===== src/design/mem_bridge_pkg.sv =====
// Shared widths of the memory bridge
// Response source tag, data-side opcodes and FSM state encodings

`default_nettype none

package mem_bridge_pkg;

    // Bus and word widths, byte addressed
    localparam int ADDR_W = 32;
    localparam int DATA_W = 32;

    // Instruction line of 16 bytes, fetched as four word beats
    localparam int LINE_BEATS  = 4;
    localparam int BEAT_W      = 2;
    localparam int LINE_ADDR_W = 28;

    // Requester tag carried with each memory transaction
    typedef enum logic {
        SRC_ICACHE = 1'b0,
        SRC_DCACHE = 1'b1
    } mem_src_e;

    // Uncached data port operations
    typedef enum logic [1:0] {
        DC_LOAD   = 2'd0,
        DC_STORE  = 2'd1,
        DC_AMOADD = 2'd2
    } dc_op_e;

    typedef enum logic [1:0] {
        ARB_IDLE = 2'd0,
        ARB_REQ  = 2'd1,
        ARB_RESP = 2'd2
    } arb_state_e;

    typedef enum logic [1:0] {
        DC_IDLE = 2'd0,
        DC_RD   = 2'd1,
        DC_WR   = 2'd2,
        DC_RESP = 2'd3
    } dc_state_e;

endpackage

`default_nettype wire


===== src/design/mem_port_if.sv =====
// Request/response link between one requester port and the arbiter
// Modports for the requester side and the arbiter side

`default_nettype none

interface mem_port_if;
    import mem_bridge_pkg::*;

    // Request channel
    logic              req_valid;
    logic              req_ready;
    logic [ADDR_W-1:0] req_addr;
    logic              req_we;
    logic [DATA_W-1:0] req_wdata;
    logic [BEAT_W-1:0] req_len;

    // Response channel, one word per beat
    logic              resp_valid;
    logic              resp_ready;
    logic [DATA_W-1:0] resp_data;
    logic              resp_last;

    modport port (
        output req_valid, req_addr, req_we, req_wdata, req_len, resp_ready,
        input  req_ready, resp_valid, resp_data, resp_last
    );

    modport arb (
        input  req_valid, req_addr, req_we, req_wdata, req_len, resp_ready,
        output req_ready, resp_valid, resp_data, resp_last
    );

endinterface

`default_nettype wire


===== src/design/icache_refill_port.sv =====
// Instruction-cache refill port
// Miss strobe to a four-beat read burst, returned beats labelled with their index

`default_nettype none

module icache_refill_port (
    input  logic                                   clk_i,
    input  logic                                   rst_i,
    input  logic                                   miss_valid_i,
    input  logic [mem_bridge_pkg::LINE_ADDR_W-1:0] miss_line_i,
    output logic                                   beat_valid_o,
    output logic [mem_bridge_pkg::DATA_W-1:0]      beat_data_o,
    output logic [mem_bridge_pkg::BEAT_W-1:0]      beat_idx_o,
    mem_port_if.port                               mem
);
    import mem_bridge_pkg::*;

    logic                   busy_q;
    logic                   req_valid_q;
    logic [LINE_ADDR_W-1:0] line_q;
    logic [BEAT_W-1:0]      beat_cnt_q;
    logic                   miss_take;
    logic                   beat_fire;

    assign miss_take = miss_valid_i && !busy_q;
    assign beat_fire = mem.resp_valid && mem.resp_ready;

    // Whole-line read burst at the line base address
    assign mem.req_valid  = req_valid_q;
    assign mem.req_addr   = {line_q, {(ADDR_W - LINE_ADDR_W){1'b0}}};
    assign mem.req_we     = 1'b0;
    assign mem.req_wdata  = '0;
    assign mem.req_len    = BEAT_W'(LINE_BEATS - 1);
    // Refill beats are never refused
    assign mem.resp_ready = 1'b1;

    always_ff @(posedge clk_i) begin
        if (rst_i) begin
            busy_q       <= 1'b0;
            req_valid_q  <= 1'b0;
            beat_cnt_q   <= '0;
            beat_valid_o <= 1'b0;
        end else begin
            beat_valid_o <= beat_fire;
            if (miss_take) begin
                busy_q      <= 1'b1;
                req_valid_q <= 1'b1;
            end
            if (req_valid_q && mem.req_ready) begin
                req_valid_q <= 1'b0;
            end
            if (beat_fire) begin
                beat_cnt_q <= beat_cnt_q + BEAT_W'(1);
                // Line complete, ready for the next miss
                if (mem.resp_last) begin
                    busy_q     <= 1'b0;
                    beat_cnt_q <= '0;
                end
            end
        end
    end

    always_ff @(posedge clk_i) begin
        if (miss_take) begin
            line_q <= miss_line_i;
        end
        if (beat_fire) begin
            beat_data_o <= mem.resp_data;
            beat_idx_o  <= beat_cnt_q;
        end
    end

    // The core waits for the whole line before it misses again
    a_no_miss_while_busy: assert property (
        @(posedge clk_i) disable iff (rst_i)
        busy_q |-> !$rose(miss_valid_i)
    );

endmodule

`default_nettype wire


===== src/design/dcache_uc_port.sv =====
// Uncached data port
// Sequences single-word load, store and atomic add (read then write)

`default_nettype none

module dcache_uc_port (
    input  logic                              clk_i,
    input  logic                              rst_i,
    input  logic                              req_valid_i,
    output logic                              req_ready_o,
    input  mem_bridge_pkg::dc_op_e            req_op_i,
    input  logic [mem_bridge_pkg::ADDR_W-1:0] req_addr_i,
    input  logic [mem_bridge_pkg::DATA_W-1:0] req_wdata_i,
    output logic                              resp_valid_o,
    input  logic                              resp_ready_i,
    output logic [mem_bridge_pkg::DATA_W-1:0] resp_rdata_o,
    mem_port_if.port                          mem
);
    import mem_bridge_pkg::*;

    dc_state_e         state_q;
    dc_op_e            op_q;
    logic              sent_q;
    logic [ADDR_W-1:0] addr_q;
    logic [DATA_W-1:0] wdata_q;
    logic [DATA_W-1:0] rdata_q;
    logic              req_fire;
    logic              resp_done;

    assign req_ready_o  = (state_q == DC_IDLE);
    assign resp_valid_o = (state_q == DC_RESP);
    assign resp_rdata_o = rdata_q;

    // One word per transaction, request dropped once accepted
    assign mem.req_valid  = ((state_q == DC_RD) || (state_q == DC_WR)) && !sent_q;
    assign mem.req_addr   = addr_q;
    assign mem.req_we     = (state_q == DC_WR);
    assign mem.req_wdata  = wdata_q;
    assign mem.req_len    = '0;
    assign mem.resp_ready = sent_q;

    assign req_fire  = mem.req_valid && mem.req_ready;
    assign resp_done = mem.resp_valid && mem.resp_ready && mem.resp_last;

    always_ff @(posedge clk_i) begin
        if (rst_i) begin
            state_q <= DC_IDLE;
            sent_q  <= 1'b0;
        end else begin
            if (req_fire) begin
                sent_q <= 1'b1;
            end
            unique case (state_q)
                DC_IDLE: begin
                    if (req_valid_i) begin
                        if (req_op_i == DC_STORE) begin
                            state_q <= DC_WR;
                        end else begin
                            state_q <= DC_RD;
                        end
                    end
                end
                DC_RD: begin
                    if (resp_done) begin
                        sent_q <= 1'b0;
                        // Atomic add goes on to write back the sum
                        if (op_q == DC_AMOADD) begin
                            state_q <= DC_WR;
                        end else begin
                            state_q <= DC_RESP;
                        end
                    end
                end
                DC_WR: begin
                    if (resp_done) begin
                        sent_q  <= 1'b0;
                        state_q <= DC_RESP;
                    end
                end
                DC_RESP: begin
                    if (resp_ready_i) begin
                        state_q <= DC_IDLE;
                    end
                end
                default: state_q <= DC_IDLE;
            endcase
        end
    end

    always_ff @(posedge clk_i) begin
        if (req_valid_i && req_ready_o) begin
            op_q    <= req_op_i;
            addr_q  <= req_addr_i;
            wdata_q <= req_wdata_i;
        end
        if (resp_done && (state_q == DC_RD)) begin
            // Old value is the result, old plus operand is written back
            rdata_q <= mem.resp_data;
            wdata_q <= mem.resp_data + wdata_q;
        end else if (resp_done && (op_q == DC_STORE)) begin
            rdata_q <= '0;
        end
    end

    a_resp_held: assert property (
        @(posedge clk_i) disable iff (rst_i)
        resp_valid_o && !resp_ready_i |=> resp_valid_o && $stable(resp_rdata_o)
    );

endmodule

`default_nettype wire


===== src/design/mem_arbiter.sv =====
// Round-robin arbiter between the instruction and data ports
// One transaction in flight, registered request, response steered by owner

`default_nettype none

module mem_arbiter (
    input  logic                              clk_i,
    input  logic                              rst_i,
    mem_port_if.arb                           ic,
    mem_port_if.arb                           dc,
    // Memory request bus
    output logic                              mem_req_valid_o,
    input  logic                              mem_req_ready_i,
    output logic [mem_bridge_pkg::ADDR_W-1:0] mem_req_addr_o,
    output logic                              mem_req_we_o,
    output logic [mem_bridge_pkg::DATA_W-1:0] mem_req_wdata_o,
    output logic [mem_bridge_pkg::BEAT_W-1:0] mem_req_len_o,
    output mem_bridge_pkg::mem_src_e          mem_req_src_o,
    // Tagged burst response
    input  logic                              mem_resp_valid_i,
    output logic                              mem_resp_ready_o,
    input  logic [mem_bridge_pkg::DATA_W-1:0] mem_resp_data_i,
    input  logic                              mem_resp_last_i,
    input  mem_bridge_pkg::mem_src_e          mem_resp_src_i
);
    import mem_bridge_pkg::*;

    arb_state_e state_q;
    // Owner of the current transaction, also the last one granted
    mem_src_e   owner_q;
    logic       grant_dc;
    logic       any_req;
    logic       own_ic;
    logic       own_dc;

    assign any_req = ic.req_valid || dc.req_valid;

    // On a tie the port not granted last wins
    always_comb begin
        if (ic.req_valid && dc.req_valid) begin
            grant_dc = (owner_q == SRC_ICACHE);
        end else begin
            grant_dc = dc.req_valid;
        end
    end

    assign ic.req_ready = (state_q == ARB_IDLE) && !grant_dc;
    assign dc.req_ready = (state_q == ARB_IDLE) && grant_dc;

    always_ff @(posedge clk_i) begin
        if (rst_i) begin
            state_q         <= ARB_IDLE;
            owner_q         <= SRC_DCACHE;
            mem_req_valid_o <= 1'b0;
        end else begin
            unique case (state_q)
                ARB_IDLE: begin
                    if (any_req) begin
                        owner_q         <= grant_dc ? SRC_DCACHE : SRC_ICACHE;
                        mem_req_valid_o <= 1'b1;
                        state_q         <= ARB_REQ;
                    end
                end
                ARB_REQ: begin
                    if (mem_req_ready_i) begin
                        mem_req_valid_o <= 1'b0;
                        state_q         <= ARB_RESP;
                    end
                end
                ARB_RESP: begin
                    if (mem_resp_valid_i && mem_resp_ready_o && mem_resp_last_i) begin
                        state_q <= ARB_IDLE;
                    end
                end
                default: state_q <= ARB_IDLE;
            endcase
        end
    end

    // Request fields captured at grant
    always_ff @(posedge clk_i) begin
        if ((state_q == ARB_IDLE) && any_req) begin
            mem_req_addr_o  <= grant_dc ? dc.req_addr  : ic.req_addr;
            mem_req_we_o    <= grant_dc ? dc.req_we    : ic.req_we;
            mem_req_wdata_o <= grant_dc ? dc.req_wdata : ic.req_wdata;
            mem_req_len_o   <= grant_dc ? dc.req_len   : ic.req_len;
        end
    end

    assign mem_req_src_o = owner_q;

    // Response steering
    assign own_ic = (state_q == ARB_RESP) && (owner_q == SRC_ICACHE);
    assign own_dc = (state_q == ARB_RESP) && (owner_q == SRC_DCACHE);

    assign ic.resp_valid = own_ic && mem_resp_valid_i;
    assign ic.resp_data  = mem_resp_data_i;
    assign ic.resp_last  = mem_resp_last_i;
    assign dc.resp_valid = own_dc && mem_resp_valid_i;
    assign dc.resp_data  = mem_resp_data_i;
    assign dc.resp_last  = mem_resp_last_i;

    assign mem_resp_ready_o = (own_ic && ic.resp_ready) || (own_dc && dc.resp_ready);

    a_req_held: assert property (
        @(posedge clk_i) disable iff (rst_i)
        mem_req_valid_o && !mem_req_ready_i |=> mem_req_valid_o && $stable(mem_req_addr_o)
    );

    // Memory must only answer the transaction in flight
    a_resp_owner: assert property (
        @(posedge clk_i) disable iff (rst_i)
        mem_resp_valid_i |-> (state_q == ARB_RESP) && (mem_resp_src_i == owner_q)
    );

endmodule

`default_nettype wire


===== src/design/mem_bridge.sv =====
// Memory-side bridge top level
// Icache refill port and uncached data port merged onto one memory bus

`default_nettype none

module mem_bridge (
    input  logic                                   clk_i,
    input  logic                                   rst_i,
    // Instruction miss and refill beats
    input  logic                                   icache_miss_valid_i,
    input  logic [mem_bridge_pkg::LINE_ADDR_W-1:0] icache_miss_line_i,
    output logic                                   icache_resp_valid_o,
    output logic [mem_bridge_pkg::DATA_W-1:0]      icache_resp_data_o,
    output logic [mem_bridge_pkg::BEAT_W-1:0]      icache_resp_beat_o,
    // Uncached data requests
    input  logic                                   dc_req_valid_i,
    output logic                                   dc_req_ready_o,
    input  mem_bridge_pkg::dc_op_e                 dc_req_op_i,
    input  logic [mem_bridge_pkg::ADDR_W-1:0]      dc_req_addr_i,
    input  logic [mem_bridge_pkg::DATA_W-1:0]      dc_req_wdata_i,
    output logic                                   dc_resp_valid_o,
    input  logic                                   dc_resp_ready_i,
    output logic [mem_bridge_pkg::DATA_W-1:0]      dc_resp_rdata_o,
    // Memory bus
    output logic                                   mem_req_valid_o,
    input  logic                                   mem_req_ready_i,
    output logic [mem_bridge_pkg::ADDR_W-1:0]      mem_req_addr_o,
    output logic                                   mem_req_we_o,
    output logic [mem_bridge_pkg::DATA_W-1:0]      mem_req_wdata_o,
    output logic [mem_bridge_pkg::BEAT_W-1:0]      mem_req_len_o,
    output mem_bridge_pkg::mem_src_e               mem_req_src_o,
    input  logic                                   mem_resp_valid_i,
    output logic                                   mem_resp_ready_o,
    input  logic [mem_bridge_pkg::DATA_W-1:0]      mem_resp_data_i,
    input  logic                                   mem_resp_last_i,
    input  mem_bridge_pkg::mem_src_e               mem_resp_src_i
);

    mem_port_if ic_if ();
    mem_port_if dc_if ();

    icache_refill_port u_icache_port (
        .clk_i        (clk_i),
        .rst_i        (rst_i),
        .miss_valid_i (icache_miss_valid_i),
        .miss_line_i  (icache_miss_line_i),
        .beat_valid_o (icache_resp_valid_o),
        .beat_data_o  (icache_resp_data_o),
        .beat_idx_o   (icache_resp_beat_o),
        .mem          (ic_if.port)
    );

    dcache_uc_port u_dcache_port (
        .clk_i        (clk_i),
        .rst_i        (rst_i),
        .req_valid_i  (dc_req_valid_i),
        .req_ready_o  (dc_req_ready_o),
        .req_op_i     (dc_req_op_i),
        .req_addr_i   (dc_req_addr_i),
        .req_wdata_i  (dc_req_wdata_i),
        .resp_valid_o (dc_resp_valid_o),
        .resp_ready_i (dc_resp_ready_i),
        .resp_rdata_o (dc_resp_rdata_o),
        .mem          (dc_if.port)
    );

    mem_arbiter u_arbiter (
        .clk_i            (clk_i),
        .rst_i            (rst_i),
        .ic               (ic_if.arb),
        .dc               (dc_if.arb),
        .mem_req_valid_o  (mem_req_valid_o),
        .mem_req_ready_i  (mem_req_ready_i),
        .mem_req_addr_o   (mem_req_addr_o),
        .mem_req_we_o     (mem_req_we_o),
        .mem_req_wdata_o  (mem_req_wdata_o),
        .mem_req_len_o    (mem_req_len_o),
        .mem_req_src_o    (mem_req_src_o),
        .mem_resp_valid_i (mem_resp_valid_i),
        .mem_resp_ready_o (mem_resp_ready_o),
        .mem_resp_data_i  (mem_resp_data_i),
        .mem_resp_last_i  (mem_resp_last_i),
        .mem_resp_src_i   (mem_resp_src_i)
    );

endmodule

`default_nettype wire


===== config.mk =====
export PLATFORM = sky130hd
export DESIGN_NAME = mem_bridge
export DESIGN_NICKNAME = d
export VERILOG_FILES = /design/src/design/mem_bridge_pkg.sv /design/src/design/mem_port_if.sv /design/src/design/icache_refill_port.sv /design/src/design/dcache_uc_port.sv /design/src/design/mem_arbiter.sv /design/src/design/mem_bridge.sv
export SDC_FILE = /design/constraint.sdc
export NUM_CORES = 1
export LEC_CHECK = 0
export ABC_AREA = 1
export ABC_CLOCK_PERIOD_IN_PS = 6500
export BUFFER_PORTS_ARGS = -buffer_cell sky130_fd_sc_hd__buf_4
export CELL_PAD_IN_SITES_DETAIL_PLACEMENT = 1
export CELL_PAD_IN_SITES_GLOBAL_PLACEMENT = 2
export CORE_ASPECT_RATIO = 1.1
export CORE_MARGIN = 10
export CORE_UTILIZATION = 33
export DETAILED_ROUTE_END_ITERATION = 8
export PLACE_DENSITY_LB_ADDON = 0.1
export RECOVER_POWER = 25
export SLEW_MARGIN = 20
export SYNTH_ARGS = -nofsm -noshare
export SYNTH_HDL_FRONTEND = slang
export SYNTH_SLANG_ARGS = --single-unit

===== constraint.sdc =====
create_clock -name clk_i -period 6.5 [get_ports clk_i]
set_input_delay 0 -clock clk_i [delete_from_list [all_inputs] [get_ports clk_i]]
set_output_delay 0 -clock clk_i [all_outputs]
set_load 0.02 [all_outputs]

==> summary.json, run 1 <==
{
  "globalRouteTotalUtil": {"value": 0.173},
  "startpoint": {"value": "u_dcache_port.state_q[0]$_SDFFE_PP0P_"},
  "grt_pass1_wl": {"value": 56500, "unit": "um"},
  "cts_tree": {"value": "built"},
  "path_clk_slew": {"value": 0.06, "unit": "ns"},
  "worst_setup_path_type": {"value": "reg2reg"},
  "total_power": {"value": 5.78, "unit": "mW"},
  "num_vias": {"value": 8969},
  "worstHoldStart": {"value": "dc_req_addr_i[15]"},
  "die_height": {"value": 212, "unit": "um"},
  "post_synth_instance_area": {"value": 11100, "unit": "sq um"},
  "num-fill-cells": {"value": 3817},
  "firstDrtPassIters": {"value": 4},
  "setup_repair_after_global_routing_missed_its_margin": {"value": "false"},
  "required_time_at_the_worst_slack_endpoint": {"value": 6.66, "unit": "ns"},
  "comb_power_share": {"value": 0.350},
  "area_growth": {"value": 40.1, "unit": "%"},
  "leakage": {"value": 6.96, "unit": "nW"},
  "drv_cap": {"value": 0},
  "clock_skew": {"value": 0.0174, "unit": "ns"},
  "post_drt_wl_per_cell": {"value": 18.3, "unit": "um"},
  "tritoncts.num_buffers": {"value": 27},
  "critical_path_at": {"value": 3.14, "unit": "ns"},
  "dpl.hpwl": {"value": 26800, "unit": "um"},
  "synthesis.yosys.warnings": {"value": 0},
  "fin_setup_tns": {"value": 0, "unit": "ns"},
  "postCtsSetupRepairBufs": {"value": 0},
  "ys_ff_latch": {"value": 238},
  "sequential_share_of_power": {"value": 0.401},
  "route.detailed.drc": {"value": 0},
  "period_utilization": {"value": 0.459},
  "route.detailed.vias_per_inst": {"value": 4.48},
  "critical_path.reg2reg.startpoint": {"value": "u_dcache_port.state_q[0]$_SDFFE_PP0P_"},
  "ir_drop": {"value": 185, "unit": "uV"},
  "final_nets": {"value": 1723},
  "mostFrequentLayoutCells": {"value": "371 x sky130_fd_sc_hd__nand2_1, 226 x sky130_fd_sc_hd__edfxtp_1, 197 x sky130_fd_sc_hd__inv_1"},
  "cts.root.buffer_cell": {"value": "sky130_fd_sc_hd__clkbuf_16"},
  "place.gp.congestion": {"value": 0.832},
  "power_frac_clock": {"value": 0.249},
  "core_area": {"value": 33200, "unit": "sq um"},
  "synthCells": {"value": 1127},
  "synth.net_count": {"value": 1298},
  "outcome": {"value": "finished, final reports clean"},
  "multi_input_comb_area": {"value": 3220, "unit": "sq um"},
  "net_switching_power": {"value": 2.12, "unit": "mW"},
  "p_per_area": {"value": 372, "unit": "nW/um^2"},
  "setup_viol_count_final": {"value": 0},
  "fin_util": {"value": 0.468},
  "totalWireLength": {"value": 36700, "unit": "um"},
  "start_util": {"value": 0.334},
  "grt_overflow_total": {"value": 0},
  "first_global_vias": {"value": 9754},
  "drt_first_iter_violations": {"value": 411},
  "timing.final.crit_period": {"value": 2.98, "unit": "ns"},
  "synth_cell_types": {"value": 35},
  "timing.fmax": {"value": 335, "unit": "MHz"},
  "max_slew.worst_pin.slew": {"value": 1.06, "unit": "ns"},
  "intPower": {"value": 3.66, "unit": "mW"},
  "number_of_clock_sinks": {"value": 238},
  "rows": {"value": 70},
  "net_sw_frac": {"value": 0.367},
  "area.sequential": {"value": 7030, "unit": "sq um"},
  "slew_headroom": {"value": 0.294},
  "die_area": {"value": 41300, "unit": "sq um"},
  "chipWidth": {"value": 195, "unit": "um"},
  "diodes": {"value": 0},
  "critical_path.max_stage_delay": {"value": 0.83, "unit": "ns"},
  "cts_htree_levels": {"value": 1},
  "final_layout_size_suffix_gt1_frac": {"value": 0.168},
  "layout_commonest_cell": {"value": "sky130_fd_sc_hd__nand2_1"},
  "hold_viol_final": {"value": 0},
  "hold_path_class": {"value": "in2reg"},
  "cts-root-to-sink-buffers": {"value": 3},
  "antenna_violations_before_repair": {"value": 0},
  "worstPathCellList": {"value": "inv_1, ha_1, inv_1, nor2_1, inv_1, a21oi_4, buf_4"},
  "synth_area_per_cell": {"value": 9.83, "unit": "sq um"},
  "route.antenna.remaining_nets": {"value": 0},
  "maximum_number_of_pins_on_one_net_before_global_route_repair": {"value": 68},
  "insertion_delay": {"value": 0.54, "unit": "ns"},
  "cp_slowest_cell": {"value": "sky130_fd_sc_hd__a21oi_4"},
  "worst-path-max-fanout": {"value": 40},
  "worst_path_most_repeated_cell": {"value": "sky130_fd_sc_hd__inv_1"},
  "ios": {"value": 274},
  "synth_seq_area_share": {"value": 0.634},
  "endpoint_kind": {"value": "flop"},
  "critical_path.startpoint_type": {"value": "flop"},
  "portBuffers": {"value": 272},
  "timing_max_transition_violations_final": {"value": 0}
}
==> cell usage after synthesis, drive strengths merged <==
library cell / n / area, sq um
nand2: 374 / 1410
edfxtp: 226 / 6790
inv: 199 / 747
nor2: 121 / 502
nand3: 49 / 255
ha: 35 / 438
a21oi: 27 / 135
o21ai: 20 / 100
xnor2: 14 / 123
buf: 13 / 80.1
dfxtp: 12 / 240
clkbuf: 7 / 26.3
nor3: 6 / 41.3
nand3b: 4 / 30.0
nand4: 4 / 40.0
o21bai: 3 / 22.5
a31oi: 2 / 12.5
nor3b: 2 / 15.0
o22ai: 2 / 12.5
xor2: 2 / 17.5
a21o: 1 / 7.51
and2: 1 / 6.26
clkinv: 1 / 5.00
fa: 1 / 20.0
o211ai: 1 / 7.51
==> layout make-up <==
cell class,instances,area share
Clock buffer,39,0.0504
Clock inverter,8,0.00306
Inverter,200,0.0485
Multi-Input combinational cell,669,0.207
Sequential cell,238,0.453
Tap cell,432,0.0348
Timing Repair Buffer,416,0.203
==> per-layer routing <==
| layer | GRT usage | routed length [um] | vias up |
|---|---|---|---|
| met1 | 0.215 | 15800 | 4309 |
| met5 | 0 | 0 | - |
| met2 | 0.309 | 18400 | 188 |
| li1 | - | - | 4440 |
| met4 | 0.0345 | 489 | 0 |
| met3 | 0.0304 | 2060 | 32 |
==> worst max-delay path, delay by kind of cell, from the launching register on <==
kind            cells  cell delay, ns
flops               1            0.38
compound gates      1            0.83
fa+ha+maj           1            0.28
simple gates        1            0.17
buf+inv             4            0.91
==> kinds of logic (layout without fill, tap and decap cells) <==
family / Yosys count / in the layout / synth area share
AOI/OAI and AO/OA: 56 / 56 / 0.0269
xor gates and xnor gates: 16 / 16 / 0.0126
adders and majority gates: 36 / 36 / 0.0413
buffers and inverters: 220 / 663 / 0.0775
DFF: 238 / 238 / 0.634
and+or+nand+nor: 561 / 561 / 0.207
==> power groups by stage <==
stage                     sequential [mW]  clock [mW]  combinational, mW
final                                2.32        1.44               2.02
after global routing                 2.36        1.55               2.25
after CTS                            2.33        1.48               2.17
after detailed placement             2.36           0               2.08
after global placement               2.34           0               2.05
after floorplan                      2.66           0              0.895
==> state kept, by name, indices dropped and copies added, names as in the netlist, 28 cells and up <==
| name | cells |
|---|---|
| u_dcache_port.mem.req_wdata | 32 |
| u_icache_port.line_q | 28 |
| u_arbiter.mem_req_wdata_o | 32 |
| u_arbiter.mem_req_addr_o | 32 |
| u_dcache_port.resp_rdata_o | 32 |
| u_icache_port.beat_data_o | 32 |
| u_dcache_port.mem.req_addr | 32 |
==> path summary, 6_finish.rpt <==
| check | to | slack (ns) | cells after the start |
|---|---|---|---|
| setup reg to reg | u_arbiter.mem_req_wdata_o[5]$_SDFFCE_PP0P_ | 3.52 | 7 |
| hold reg to reg | u_icache_port.beat_idx_o[1]$_DFFE_PP_ | 0.43 | 0 |
| hold / removal | u_dcache_port.mem.req_addr[15]$_DFFE_PP_ | 0.21 | 2 |
| setup / recovery | u_arbiter.mem_req_wdata_o[5]$_SDFFCE_PP0P_ | 3.52 | 7 |
==> what timing repair did <==
action                                 in CTS  in global routing
endpoints found under the hold margin     170                  0
gates resized for setup                     0                  0
hold buffers                              136                  0
==> per-stage QoR <==
step,hold WS [ns],setup WS [ns],instance area (sq um),cells
after CTS,0.154,3.42,15900,2002
after floorplan,0.0691,1.80,11100,1127
final,0.208,3.52,15500,2002
after detailed placement,0.179,3.44,13700,1819
after global routing,0.186,3.29,15500,2002
after global placement,0.178,3.49,13600,1818
Note: power is estimated with default switching activity, not from simulation.
==> run 2: changes to the inputs <==
ABC_CLOCK_PERIOD_IN_PS = 2500   (was 6500)
CORE_UTILIZATION = 30   (was 33)
clock period = 2.5 ns   (was 6.5 ns; I/O delays follow)
==> run 2 against run 1 <==
Compared with the run above: sequential power increased to 2.6 times the previous value; combinational power grew to 2.7 times the previous value; register-to-register slack got worse by 3.3 ns; hold slack lost 0.086 ns; die area rose by 9.0%; flip-flop and latch count did not move; power grew to 2.7 times the previous value; sequential share of layout area down 0.78 points; critical endpoint is now u_dcache_port.mem.req_wdata[28]$_DFFE_PP_.
==> summary.json, run 2 (synthesis results as in run 1) <==
{
  "final_layout_size_suffix_gt1_frac": {"value": 0.176},
  "diodes": {"value": 0},
  "max_slew.worst_pin.slew": {"value": 0.544, "unit": "ns"},
  "worst_setup_path_type": {"value": "reg2reg"},
  "totalWireLength": {"value": 38400, "unit": "um"},
  "drt_first_iter_violations": {"value": 311},
  "start_util": {"value": 0.305},
  "area_growth": {"value": 42.5, "unit": "%"},
  "drv_cap": {"value": 0},
  "p_per_area": {"value": 992, "unit": "nW/um^2"},
  "clock_skew": {"value": 0.0271, "unit": "ns"},
  "required_time_at_the_worst_slack_endpoint": {"value": 2.82, "unit": "ns"},
  "layout_commonest_cell": {"value": "sky130_fd_sc_hd__nand2_1"},
  "leakage": {"value": 7.08, "unit": "nW"},
  "portBuffers": {"value": 272},
  "route.detailed.drc": {"value": 0},
  "period_utilization": {"value": 0.916},
  "route.antenna.remaining_nets": {"value": 0},
  "path_clk_slew": {"value": 0.07, "unit": "ns"},
  "fin_setup_tns": {"value": 0, "unit": "ns"},
  "endpoint_kind": {"value": "flop"},
  "cts-root-to-sink-buffers": {"value": 3},
  "met1_length": {"value": 17200, "unit": "um"},
  "mostFrequentLayoutCells": {"value": "371 x sky130_fd_sc_hd__nand2_1, 226 x sky130_fd_sc_hd__edfxtp_1, 197 x sky130_fd_sc_hd__inv_1"},
  "tritoncts.num_buffers": {"value": 28},
  "timing.final.crit_period": {"value": 2.29, "unit": "ns"},
  "hold_path_class": {"value": "in2reg"},
  "number_of_clock_sinks": {"value": 238},
  "cts_htree_levels": {"value": 1},
  "firstDrtPassIters": {"value": 4},
  "route.detailed.vias_per_inst": {"value": 4.37},
  "top_layer": {"value": "met4"},
  "post_cts_sizing_count": {"value": 0},
  "grt_overflow_total": {"value": 0},
  "slew_headroom": {"value": 0.637},
  "num-fill-cells": {"value": 4172},
  "timing.fmax": {"value": 437, "unit": "MHz"},
  "first_global_vias": {"value": 9932},
  "die_area": {"value": 45000, "unit": "sq um"},
  "chipWidth": {"value": 203, "unit": "um"},
  "core_area": {"value": 36400, "unit": "sq um"},
  "cts_tree": {"value": "built"},
  "final_nets": {"value": 1730},
  "timing_max_transition_violations_final": {"value": 0},
  "rows": {"value": 73},
  "met2RoutedLength": {"value": 19000, "unit": "um"},
  "cts.root.buffer_cell": {"value": "sky130_fd_sc_hd__clkbuf_16"},
  "ir_drop": {"value": 612, "unit": "uV"},
  "setup_repair_after_global_routing_missed_its_margin": {"value": "false"},
  "antenna_violations_before_repair": {"value": 0},
  "outcome": {"value": "finished, final reports clean"},
  "setup_viol_count_final": {"value": 0},
  "critical_path_at": {"value": 2.61, "unit": "ns"},
  "insertion_delay": {"value": 0.56, "unit": "ns"},
  "grt_pass1_wl": {"value": 59500, "unit": "um"},
  "r2r_slack": {"value": 0.21, "unit": "ns"},
  "dpl.hpwl": {"value": 28500, "unit": "um"},
  "place.gp.congestion": {"value": 0.793},
  "num_vias": {"value": 9028},
  "fin_util": {"value": 0.434},
  "die_height": {"value": 222, "unit": "um"},
  "critical_path.startpoint_type": {"value": "flop"},
  "maximum_number_of_pins_on_one_net_before_global_route_repair": {"value": 57},
  "globalRouteTotalUtil": {"value": 0.169},
  "hold_viol_final": {"value": 0},
  "detailroute.wirelength.met3": {"value": 1820, "unit": "um"},
  "post_drt_wl_per_cell": {"value": 18.6, "unit": "um"},
  "ios": {"value": 274},
  "worst-path-max-fanout": {"value": 4}
}
-- run 2: cell type report --
class | count | area (sq um) | share of cell area
inverters | 200 | 752 | 0.0476
repair buffers | 422 | 3260 | 0.206
well taps | 487 | 609 | 0.0386
clock inverters | 16 | 131 | 0.00832
flip-flops and latches | 238 | 7030 | 0.445
clock buffers | 36 | 792 | 0.0502
multi-input cells | 669 | 3220 | 0.204
-- run 2: worst paths after layout --
| check | start | end | depth (start not counted) |
|---|---|---|---|
| max | u_dcache_port.mem.req_wdata[0]$_DFFE_PP_ | u_dcache_port.mem.req_wdata[28]$_DFFE_PP_ | 10 |
| min | dc_req_valid_i | u_dcache_port.mem.req_wdata[8]$_DFFE_PP_ | 4 |
| max reg2reg | u_dcache_port.mem.req_wdata[0]$_DFFE_PP_ | u_dcache_port.mem.req_wdata[28]$_DFFE_PP_ | 10 |
| min reg2reg | u_icache_port.beat_cnt_q[1]$_SDFFE_PP0P_ | u_icache_port.beat_idx_o[1]$_DFFE_PP_ | 0 |
-- run 2: power by group --
part / internal, mW / switching, mW / total (mW)
Sequential: 5.71 / 0.325 / 6.04
Clock: 2.43 / 1.66 / 4.08
Combinational: 1.79 / 3.76 / 5.55
-- run 2: repair_timing --
item                      4_1_cts  5_1_grt
setup buffers                   0        0
hold buffers                  135        0
hold endpoints to repair      170        0
-- run 2: metal layers --
| layer | track usage | up-vias |
|---|---|---|
| met2 | 0.294 | 196 |
| li1 | - | 4459 |
| met1 | 0.215 | 4345 |
| met3 | 0.0281 | 28 |
| met5 | 0 | - |
| met4 | 0.0319 | 0 |
-- run 2: critical path: stages, from the launching register on --
cell	delay (ns)
sky130_fd_sc_hd__edfxtp_1	0.39
sky130_fd_sc_hd__ha_1	0.26
sky130_fd_sc_hd__fa_1	0.48
sky130_fd_sc_hd__nand3_1	0.12
sky130_fd_sc_hd__nand3_1	0.15
sky130_fd_sc_hd__nand3_1	0.11
sky130_fd_sc_hd__nand3_1	0.18
sky130_fd_sc_hd__nand2_1	0.14
sky130_fd_sc_hd__nand3_1	0.09
sky130_fd_sc_hd__nand3_1	0.09
sky130_fd_sc_hd__nand2_1	0.06
-- run 2: metrics by stage --
step                instance area, sq um  hold slack, ns  setup slack [ns]  power, mW  instances
floorplan                          11100          0.0691           0.00433       9.20       1127
global placement                   13800           0.179             0.204       11.7       1881
detailed placement                 13800           0.179             0.151       11.8       1881
CTS                                16100           0.108             0.177       16.1       2068
global route                       15800           0.156            0.0110       16.6       2068
finish                             15800           0.122             0.210       15.7       2068
